[src/hw/dcache_pkg.sv]
// shared cache types, line geometry and controller states, imported by each design module
package dcache_pkg;

	// ------------------------------
	// data and address widths
	// ------------------------------

	// one processor word
	typedef logic [31:0]  word_t;

	// processor word address, byte offset already dropped
	typedef logic [29:0]  word_addr_t;

	// one cache line, four words
	typedef logic [127:0] line_t;

	// memory line address, word offset dropped
	typedef logic [27:0]  line_addr_t;

	// ------------------------------
	// line geometry
	// ------------------------------

	// word-in-line select field
	localparam int WORD_SEL_W     = 2;
	localparam int WORDS_PER_LINE = 4;

	// ------------------------------
	// controller states
	// ------------------------------

	// compare is the resting state, idle only follows reset
	typedef enum logic [1:0] {
		ST_COMPARE    = 2'b00,
		ST_WRITE_BACK = 2'b01,
		ST_ALLOCATE   = 2'b10,
		ST_IDLE       = 2'b11
	} cache_state_e;

endpackage

[src/hw/line_if.sv]
// command and read-back bundle between the cache controller and the line storage
`timescale 1ns/1ns
interface line_if import dcache_pkg::*; #(
	parameter int SET_BITS = 2
);
	localparam int TAG_W = $bits(line_addr_t) - SET_BITS;

	// set being looked at, read back combinationally
	logic [SET_BITS-1:0]   set_idx;

	// refill of a whole line from memory
	logic                  fill_en;
	logic                  fill_way;
	logic [TAG_W-1:0]      fill_tag;
	line_t                 fill_data;

	// single word write on a write hit
	logic                  wr_en;
	logic                  wr_way;
	logic [WORD_SEL_W-1:0] wr_word;
	word_t                 wr_data;

	// dirty clear after write-back
	logic                  clean_en;
	logic                  clean_way;

	// lru update, points away from touch_way
	logic                  touch_en;
	logic                  touch_way;

	// addressed set, both ways
	logic [TAG_W-1:0]      tag0, tag1;
	logic                  valid0, valid1;
	logic                  dirty0, dirty1;
	line_t                 data0, data1;
	// way to replace next
	logic                  lru;

	modport ctrl (
		output set_idx, fill_en, fill_way, fill_tag, fill_data,
		output wr_en, wr_way, wr_word, wr_data,
		output clean_en, clean_way, touch_en, touch_way,
		input  tag0, tag1, valid0, valid1, dirty0, dirty1, data0, data1, lru
	);

	modport store (
		input  set_idx, fill_en, fill_way, fill_tag, fill_data,
		input  wr_en, wr_way, wr_word, wr_data,
		input  clean_en, clean_way, touch_en, touch_way,
		output tag0, tag1, valid0, valid1, dirty0, dirty1, data0, data1, lru
	);

endinterface

[src/hw/line_store.sv]
// two-way line storage with per-set lru, read at set_idx and updated on the clock edge
`timescale 1ns/1ns
module line_store import dcache_pkg::*; #(
	parameter int SET_BITS = 2
) (
	input  logic  clk,
	input  logic  proc_reset,
	line_if.store lines
);
	localparam int TAG_W    = $bits(line_addr_t) - SET_BITS;
	localparam int NUM_SETS = 1 << SET_BITS;
	localparam int WORD_W   = $bits(word_t);

	// ------------------------------
	// arrays, first index is the way
	// ------------------------------

	logic [TAG_W-1:0]    tag_q   [2][NUM_SETS];
	line_t               data_q  [2][NUM_SETS];
	logic [NUM_SETS-1:0] valid_q [2];
	logic [NUM_SETS-1:0] dirty_q [2];
	// one bit per set, names the victim way
	logic [NUM_SETS-1:0] lru_q;

	// ------------------------------
	// read side
	// ------------------------------

	assign lines.tag0   = tag_q[0][lines.set_idx];
	assign lines.tag1   = tag_q[1][lines.set_idx];
	assign lines.data0  = data_q[0][lines.set_idx];
	assign lines.data1  = data_q[1][lines.set_idx];
	assign lines.valid0 = valid_q[0][lines.set_idx];
	assign lines.valid1 = valid_q[1][lines.set_idx];
	assign lines.dirty0 = dirty_q[0][lines.set_idx];
	assign lines.dirty1 = dirty_q[1][lines.set_idx];
	assign lines.lru    = lru_q[lines.set_idx];

	// ------------------------------
	// status bits
	// ------------------------------

	always_ff @(posedge clk) begin
		if (proc_reset) begin
			// every line invalid and clean
			valid_q[0] <= '0;
			valid_q[1] <= '0;
			dirty_q[0] <= '0;
			dirty_q[1] <= '0;
			lru_q      <= '0;
		end else begin
			// refilled line is valid and clean
			if (lines.fill_en) begin
				valid_q[lines.fill_way][lines.set_idx] <= 1'b1;
				dirty_q[lines.fill_way][lines.set_idx] <= 1'b0;
			end
			if (lines.wr_en) begin
				dirty_q[lines.wr_way][lines.set_idx] <= 1'b1;
			end
			if (lines.clean_en) begin
				dirty_q[lines.clean_way][lines.set_idx] <= 1'b0;
			end
			// next victim is the other way
			if (lines.touch_en) begin
				lru_q[lines.set_idx] <= ~lines.touch_way;
			end
		end
	end

	// ------------------------------
	// tags and line data
	// ------------------------------

	always_ff @(posedge clk) begin
		if (lines.fill_en) begin
			tag_q[lines.fill_way][lines.set_idx]  <= lines.fill_tag;
			data_q[lines.fill_way][lines.set_idx] <= lines.fill_data;
		end
		// word write lands in the hitting way only
		if (lines.wr_en) begin
			data_q[lines.wr_way][lines.set_idx][lines.wr_word*WORD_W +: WORD_W] <= lines.wr_data;
		end
	end

endmodule

[src/hw/dcache_ctrl.sv]
// cache controller: hit check, word select, stall and the write-back/refill FSM toward memory
`timescale 1ns/1ns
module dcache_ctrl import dcache_pkg::*; #(
	parameter int SET_BITS = 2
) (
	input  logic       clk,
	input  logic       proc_reset,
	input  logic       proc_read,
	input  logic       proc_write,
	input  word_addr_t proc_addr,
	input  word_t      proc_wdata,
	output word_t      proc_rdata,
	output logic       proc_stall,
	output logic       mem_read,
	output logic       mem_write,
	output line_addr_t mem_addr,
	output line_t      mem_wdata,
	input  line_t      mem_rdata,
	input  logic       mem_ready,
	line_if.ctrl       store
);
	localparam int TAG_W = $bits(line_addr_t) - SET_BITS;

	// current and next controller state
	cache_state_e state, state_nxt;

	// ------------------------------
	// request fields
	// ------------------------------

	logic [TAG_W-1:0]      req_tag;
	logic [SET_BITS-1:0]   req_set;
	logic [WORD_SEL_W-1:0] req_word;
	logic                  req;

	assign req_word = proc_addr[WORD_SEL_W-1:0];
	assign req_set  = proc_addr[WORD_SEL_W +: SET_BITS];
	assign req_tag  = proc_addr[$bits(word_addr_t)-1 -: TAG_W];
	assign req      = proc_read | proc_write;

	// ------------------------------
	// hit check and victim
	// ------------------------------

	logic                  hit0, hit1, hit, hit_way;
	logic                  victim_way, victim_dirty;
	logic [TAG_W-1:0]      victim_tag;
	word_t [WORDS_PER_LINE-1:0] hit_words;

	assign hit0    = store.valid0 & (store.tag0 == req_tag);
	assign hit1    = store.valid1 & (store.tag1 == req_tag);
	assign hit     = hit0 | hit1;
	assign hit_way = hit1;

	// victim is whatever lru names, dirty or not
	assign victim_way   = store.lru;
	assign victim_dirty = victim_way ? store.dirty1 : store.dirty0;
	assign victim_tag   = victim_way ? store.tag1 : store.tag0;

	// word view of the hitting line
	assign hit_words  = hit_way ? store.data1 : store.data0;
	assign proc_rdata = hit_words[req_word];

	// ------------------------------
	// memory side and store commands
	// ------------------------------

	// write-back goes to the victim's own address
	assign mem_addr  = (state == ST_WRITE_BACK) ? {victim_tag, req_set} :
		proc_addr[$bits(word_addr_t)-1:WORD_SEL_W];
	assign mem_wdata = victim_way ? store.data1 : store.data0;

	assign store.set_idx   = req_set;
	assign store.wr_way    = hit_way;
	assign store.wr_word   = req_word;
	assign store.wr_data   = proc_wdata;
	assign store.fill_way  = victim_way;
	assign store.fill_tag  = req_tag;
	assign store.fill_data = mem_rdata;
	assign store.clean_way = victim_way;

	// ------------------------------
	// FSM
	// ------------------------------

	always_ff @(posedge clk) begin
		if (proc_reset) begin
			state <= ST_IDLE;
		end else begin
			state <= state_nxt;
		end
	end

	always_comb begin
		state_nxt       = state;
		proc_stall      = 1'b1;
		mem_read        = 1'b0;
		mem_write       = 1'b0;
		store.wr_en     = 1'b0;
		store.fill_en   = 1'b0;
		store.clean_en  = 1'b0;
		store.touch_en  = 1'b0;
		store.touch_way = hit_way;
		case (state)
			ST_COMPARE: begin
				// hit completes with no stall
				proc_stall = req & ~hit;
				if (req & hit) begin
					store.touch_en = 1'b1;
					store.wr_en    = proc_write;
				end else if (req) begin
					state_nxt = victim_dirty ? ST_WRITE_BACK : ST_ALLOCATE;
				end
			end
			ST_WRITE_BACK: begin
				mem_write = 1'b1;
				if (mem_ready) begin
					store.clean_en = 1'b1;
					state_nxt      = ST_ALLOCATE;
				end
			end
			ST_ALLOCATE: begin
				mem_read = 1'b1;
				// refill lands in the victim way, lru flips to the other
				if (mem_ready) begin
					store.fill_en   = 1'b1;
					store.touch_en  = 1'b1;
					store.touch_way = victim_way;
					state_nxt       = ST_COMPARE;
				end
			end
			ST_IDLE: begin
				state_nxt = ST_COMPARE;
			end
			default: begin
				state_nxt = ST_IDLE;
			end
		endcase
	end

endmodule

[src/hw/dcache_top.sv]
// data cache top level, plain processor and memory ports around controller and line storage
`timescale 1ns/1ns
module dcache_top import dcache_pkg::*; #(
	// 2 gives four sets
	parameter int SET_BITS = 2
) (
	input  logic       clk,
	input  logic       proc_reset,
	// processor word port
	input  logic       proc_read,
	input  logic       proc_write,
	input  word_addr_t proc_addr,
	input  word_t      proc_wdata,
	output word_t      proc_rdata,
	output logic       proc_stall,
	// memory line port
	output logic       mem_read,
	output logic       mem_write,
	output line_addr_t mem_addr,
	output line_t      mem_wdata,
	input  line_t      mem_rdata,
	input  logic       mem_ready
);

	// ------------------------------
	// controller to storage bundle
	// ------------------------------

	line_if #(.SET_BITS(SET_BITS)) lines_bus ();

	dcache_ctrl #(.SET_BITS(SET_BITS)) ctrl_inst (
		.clk        (clk),
		.proc_reset (proc_reset),
		.proc_read  (proc_read),
		.proc_write (proc_write),
		.proc_addr  (proc_addr),
		.proc_wdata (proc_wdata),
		.proc_rdata (proc_rdata),
		.proc_stall (proc_stall),
		.mem_read   (mem_read),
		.mem_write  (mem_write),
		.mem_addr   (mem_addr),
		.mem_wdata  (mem_wdata),
		.mem_rdata  (mem_rdata),
		.mem_ready  (mem_ready),
		.store      (lines_bus.ctrl)
	);

	// tag, status and data arrays
	line_store #(.SET_BITS(SET_BITS)) store_inst (
		.clk        (clk),
		.proc_reset (proc_reset),
		.lines      (lines_bus.store)
	);

endmodule

[config.mk]
export PLATFORM = sky130hd
export DESIGN_NAME = dcache_top
export DESIGN_NICKNAME = d
export VERILOG_FILES = /design/src/hw/dcache_pkg.sv /design/src/hw/line_if.sv /design/src/hw/line_store.sv /design/src/hw/dcache_ctrl.sv /design/src/hw/dcache_top.sv
export SDC_FILE = /design/constraint.sdc
export NUM_CORES = 2
export LEC_CHECK = 0
export BUFFER_PORTS_ARGS = -buffer_cell sky130_fd_sc_hd__buf_2
export CAP_MARGIN = 10
export CORE_ASPECT_RATIO = 1.75
export CORE_MARGIN = 3
export CORE_UTILIZATION = 55
export DETAILED_ROUTE_END_ITERATION = 12
export GPL_ROUTABILITY_DRIVEN = 1
export GPL_TIMING_DRIVEN = 1
export PLACE_DENSITY = 0.77
export SETUP_SLACK_MARGIN = 0.15
export SYNTH_ARGS = -nofsm -noshare
export SYNTH_HDL_FRONTEND = slang
export SYNTH_SLANG_ARGS = --single-unit
[constraint.sdc]
create_clock -name clk -period 7.5 [get_ports clk]
set_input_delay 0.375 -clock clk [delete_from_list [all_inputs] [get_ports clk]]
set_output_delay 0.375 -clock clk [all_outputs]
set_load 0.1 [all_outputs]
# After elaboration in Yosys (flattened, before gate mapping)

Memories as Yosys holds them, arrays and structs flattened.
Cells that the tools add are included.

RAM bits: 1248
Register bits: 6
Output and inout port bits: 191
Memories kept: 4

Memories:

| name               | depth | bits a word | rd ports | clocked after Yosys merged registers in | wr ports | RTL line         | source |
|---|---|---|---|---|---|---|---|
| store_inst.data_q  | 2     | 512         | 2        | 0                                       | 1        | line_store.sv:19 | `line_t data_q [2][NUM_SETS];` |
| store_inst.tag_q   | 2     | 104         | 2        | 0                                       | 1        | line_store.sv:18 | `logic [TAG_W-1:0] tag_q [2][NUM_SETS];` |
| store_inst.dirty_q | 2     | 4           | 2        | 0                                       | 2        | line_store.sv:21 | `logic [NUM_SETS-1:0] dirty_q [2];` |
| store_inst.valid_q | 2     | 4           | 2        | 0                                       | 2        | line_store.sv:20 | `logic [NUM_SETS-1:0] valid_q [2];` |

Add/subtract/negate cells: 1
Shift-type cells: 2
Reductions and logical operators: 8
Bitwise operators: 13
Equality and inequality tests: 9
Magnitude comparators: 5
Mux-type cells: 86

Operators by type and width:

| cell                                                     | number |
|---|---|
| two-way mux 512 bit                                      | 4 |
| two-way mux 128 bit                                      | 8 |
| binary-select mux 128 bit (select 2 bit)                 | 2 |
| demux 128 bit (select 2 bit)                             | 2 |
| OR reduction 512 bit                                     | 1 |
| two-way mux 26 bit                                       | 6 |
| variable shift 32 x 34 -> 128 bit (first input constant) | 1 |
| indexed part select 32 x 34 -> 128 bit                   | 1 |
| binary-select mux 26 bit (select 2 bit)                  | 2 |
| two-way mux 104 bit                                      | 1 |
| binary-select mux 32 bit (select 2 bit)                  | 1 |
| demux 26 bit (select 2 bit)                              | 1 |
| equality test 26 bit                                     | 2 |
| two-way mux 4 bit                                        | 9 |
| two-way mux 1 bit                                        | 34 |
| negator 7 -> 34 bit                                      | 1 |
| two-way mux 32 bit                                       | 1 |
| two-way mux 28 bit                                       | 1 |
| OR reduction 4 bit                                       | 3 |
| binary-select mux 1 bit (select 2 bit)                   | 5 |
| two-way mux 2 bit                                        | 5 |
| one-hot mux 2 bit (4 select lines)                       | 1 |
| < comparator 2 x 3 -> 1 bit (second input constant)      | 2 |
| != test 2 bit (second input constant)                    | 3 |
| other kinds (16)                                         | 27 |

# Longest topological paths before layout

Depth after elaboration: 15
Mapped depth: 15
Gate-level depth less buffers: 7

# Modules after synthesis

Synthesis repeated with hierarchy kept, for this count alone.

Cells, all modules: 4393
Area, all modules: 66177.2 µm²

Modules (own cells, without submodules):

| module      | instances | sequential area each (µm²) | cells an instance | area each (µm²) |
|---|---|---|---|---|
| line_store  | 1         | 37395.9                    | 3526              | 59503.3 |
| dcache_ctrl | 1         | 40.0                       | 867               | 6673.9 |

# Least setup slack after synthesis

OpenSTA, ideal clock, no wires.

Path kind: in2out
Start point: input proc_addr[2]
End point: output proc_rdata[31]
Cell stages on the path: 11
Buffers on the path: 4
Arrival time: 5.356 ns
Setup slack: 1.769 ns
Data required time: 7.125 ns
Path through: buf_6 -> buf_6 -> mux4_2 -> xor2_1 -> nand4b_1 -> or4b_1 -> or4_1 -> buf_4 -> buf_2 -> mux2i_1 -> a211oi_1

Cells in the longest elaborated chain, start to end: 9

Ends and longest elaborated chain:

| what                                                  | RTL line                                             | source |
|---|---|---|
| start: declaration                                    | dcache_top.sv:12                                     | `input word_addr_t proc_addr,` |
| NOT 2 -> 3 bit (not written as such)                  | line_store.sv:30, line_store.sv:31, line_store.sv:32 |  |
| binary-select mux 26 bit (select 2 bit)               | line_store.sv:30                                     | `assign lines.tag1 = tag_q[1][lines.set_idx];` |
| two-way mux 26 bit (not written as such) (2 in a row) | line_store.sv:30                                     |  |
| equality test 26 bit                                  | dcache_ctrl.sv:51                                    | `assign hit1 = store.valid1 & (store.tag1 == req_tag);` |
| bitwise AND 1 bit                                     | dcache_ctrl.sv:51                                    |  |
| two-way mux 128 bit *                                 | dcache_ctrl.sv:61                                    | `assign hit_words = hit_way ? store.data1 : store.data0;` |
| binary-select mux 32 bit (select 2 bit) *             | dcache_ctrl.sv:62                                    | `assign proc_rdata = hit_words[req_word];` |
| two-way mux 32 bit (not written as such) *            | dcache_ctrl.sv:62                                    |  |
| end: declaration                                      | dcache_top.sv:14                                     | `output word_t proc_rdata,` |

Every way passes the cells marked *; elsewhere a longest branch is shown, timed or not. The select of a mux whose other input is x is not followed.

# Final worst setup path

Ends and elaborated chain as after synthesis.

==> results.sh <==
export IMPL_outcome="finished, final reports clean"
export IMPL_gr_total_overflow=0
export IMPL_cts_buffers=107
export IMPL_synth_cells=2941
export IMPL_dr_pass1_iters=6
export IMPL_final_cell_area_um2=61100
export IMPL_dp_hpwl_mm=111
export IMPL_cts_root_buf="clkbuf_16"
export IMPL_cap_violations=0
export IMPL_cts_buffer_depth=3
export IMPL_htreeDepth=3
export IMPL_via_count=31800
export IMPL_layout_drive_gt1_share=0.340
export IMPL_synth_avg_cell_area_um2=18.3
export IMPL_wl_per_cell_um=35.7
export IMPL_arrival_ns=5.49
export IMPL_cts_setup_buffers=0
export IMPL_max_clock_freq_mhz=170
export IMPL_dpl_cell_area_um2=57500
export IMPL_clk_pin_slew_worst_paths_ns=0.06
export IMPL_required_ns=7.12
export IMPL_cts_tree="done"
export IMPL_cp_end_kind="output port"
export IMPL_hp_class="primary input to flop"
export IMPL_grt_usage=0.332
export IMPL_yosys_warnings=0
export IMPL_synth_main_ff_cell="edfxtp_1"
export IMPL_ys_top_cells_by_area="edfxtp_1 (69%), mux4_2 (13%), mux2i_1 (3.9%)"
export IMPL_synth_fp_nets=3141
export IMPL_setup_violations=0
export IMPL_rsz0062_at_grt="no"
export IMPL_ant_nets=0
export IMPL_start_util=0.555
export IMPL_std_cell_rows=151
export IMPL_startpoint_type="primary input"
export IMPL_netlist_area_um2=53900
export IMPL_ios=386
export IMPL_viasPerCell=6.72
export IMPL_p_per_area_nw_per_um2=246
export IMPL_grt_pass1_wl_mm=236
export IMPL_yosysSeqAreaShare=0.696
export IMPL_slew_viol_final=0
export IMPL_worst_slew_pin_slew_ns=1.36
export IMPL_grt_max_degree=132
export IMPL_hold_viol_final=0
export IMPL_criticalPathCategory="primary input to output port"
export IMPL_max_slew_margin=0.0966
export IMPL_drt_iter0_drc=4371
export IMPL_synth_seq_cells=1254
export IMPL_dieArea_um2=102000
export IMPL_drc_errors=0
export IMPL_first_global_vias=31100
export IMPL_final_cells=4737
export IMPL_finalCriticalPeriod_ns=5.87
export IMPL_die_h_um=420
export IMPL_placed_cells=4510
export IMPL_wl_mm=169
export IMPL_area_growth_pct=13.2
export IMPL_peakVddDrop_v=0.000236
export IMPL_fin_nets=3540
export IMPL_core_area_um2=97100
export IMPL_crit_fanout=70
export IMPL_clkLatencyLatePin_ns=0.73
export IMPL_final_period_utilization=0.782
export IMPL_synth_top_area_share=0.691
export IMPL_gp_congestion=0.950
export IMPL_chipWidth_um=243
export IMPL_synth_distinct_cells=64
export IMPL_async_flop_share=0
export IMPL_setup_tns_ns=0
export IMPL_clock_sinks=1254
export IMPL_power_leakage_nw=20.2
export IMPL_grt_antenna_before_repair=13
export IMPL_synth_edf_count=1240
export IMPL_numPortBuffers=385
export IMPL_synth_top_area_cell="edfxtp_1"
export IMPL_skew_ns=0.0370
## cells in the mapped netlist, types with 29 or more instances
library cell / number
o21ai_0: 33
buf_1: 30
mux2_4: 29
mux2i_1: 212
o22ai_1: 66
o41ai_1: 32
nor2_1: 61
nand4_1: 43
mux4_2: 304
a21oi_1: 56
nand2_1: 177
a211oi_2: 29
xnor2_1: 35
mux2_2: 131
edfxtp_1: 1240
clkbuf_1: 108
inv_1: 139
## state kept, by name, summed over array words and instances (netlist names)
register	count
store_inst.tag_q	208
store_inst.lru_q	4
ctrl_inst.state	2
store_inst.data_q	1024
store_inst.valid_q	8
store_inst.dirty_q	8
## worst max-delay path, stage by stage
cell	delay, ns
buf_8	0.57
buf_4	0.54
buf_4	0.89
buf_4	0.93
mux4_2	0.41
o22ai_1	0.09
mux2_1	0.40
a211oi_1	0.54
buf_2	0.54
## metrics by stage
stage	power [mW]	utilization	hold WS, ns	worst slack, ns
after CTS	15.0	0.628	0.00436	1.60
after global placement	9.75	0.592	0.444	1.72
after detailed placement	9.79	0.592	0.462	1.60
final	15.0	0.629	0.0457	1.63
after floorplan	9.21	-	0.435	1.77
after global routing	15.3	0.628	0.0387	1.23
## worst paths after layout
check	startpoint	end	slack, ns	depth (start not counted)
worst max-delay path	proc_addr[2]	proc_rdata[31]	1.63	9
worst min-delay path	proc_addr[21]	store_inst.tag_q[0][43]	0.05	1
worst max register to register	store_inst.tag_q[1][33]	store_inst.data_q[0][110]	2.44	9
worst min register to register	store_inst.valid_q[1][3]	store_inst.valid_q[1][3]	0.47	2
## cell type report
type | instances | area, um^2
antenna | 9 | 22.5
clock buffer | 134 | 2840
clock inverter | 63 | 454
fill | 6776 | 36100
inverter | 139 | 522
multi-input combinational | 1358 | 15300
sequential | 1254 | 37500
tap | 1300 | 1630
timing repair buffer | 480 | 2750
## metal layers
metal	global-route usage	wire (um)	vias up
li1	-	-	12700
met1	0.407	55000	16300
met3	0.0781	19400	441
met4	0.230	14100	10
met2	0.527	80800	2412
met5	0	59	-
## cells by family after synthesis
logic type | Yosys count | share of synthesized area
compound gates | 265 | 0.0351
xor+xnor | 49 | 0.00796
fa+ha+maj | 5 | 0.00116
buf+inv | 329 | 0.0267
flops | 1254 | 0.696
mux | 679 | 0.202
simple gates | 360 | 0.0308
## power by group
group,internal (mW),switching [mW]
Sequential,7.77,0.0186
Clock,2.83,2.51
Combinational,0.440,1.44
Total,11.0,3.97
## cells in the final DEF, fill, tap and decap left out, types with 9 or more instances in the layout
cell type      count
a211oi_2          29
a21oi_1           44
a21oi_4           12
buf_2            383
buf_4             71
clkbuf_1          23
clkbuf_16        109
clkinv_1          20
clkinv_2          29
dfxtp_1           14
diode_2            9
dlygate4sd3_1     21
edfxtp_1        1240
inv_1            139
mux2_2           131
mux2_4            29
mux2i_1          212
mux4_2           303
nand2_1          175
nand4_1           43
nor2_1            38
nor2_2            10
nor2_4            13
nor3_1            10
nor3_2            10
o21ai_0           33
o22ai_1           66
o41ai_1           32
xnor2_1           35
xor2_1            14
## repair_timing
action                                 in CTS  in global routing
endpoints found under the hold margin     164                  0
gates resized for setup                     0                  0
hold buffers                               21                  0
Note: power is estimated with default switching activity, not from simulation.
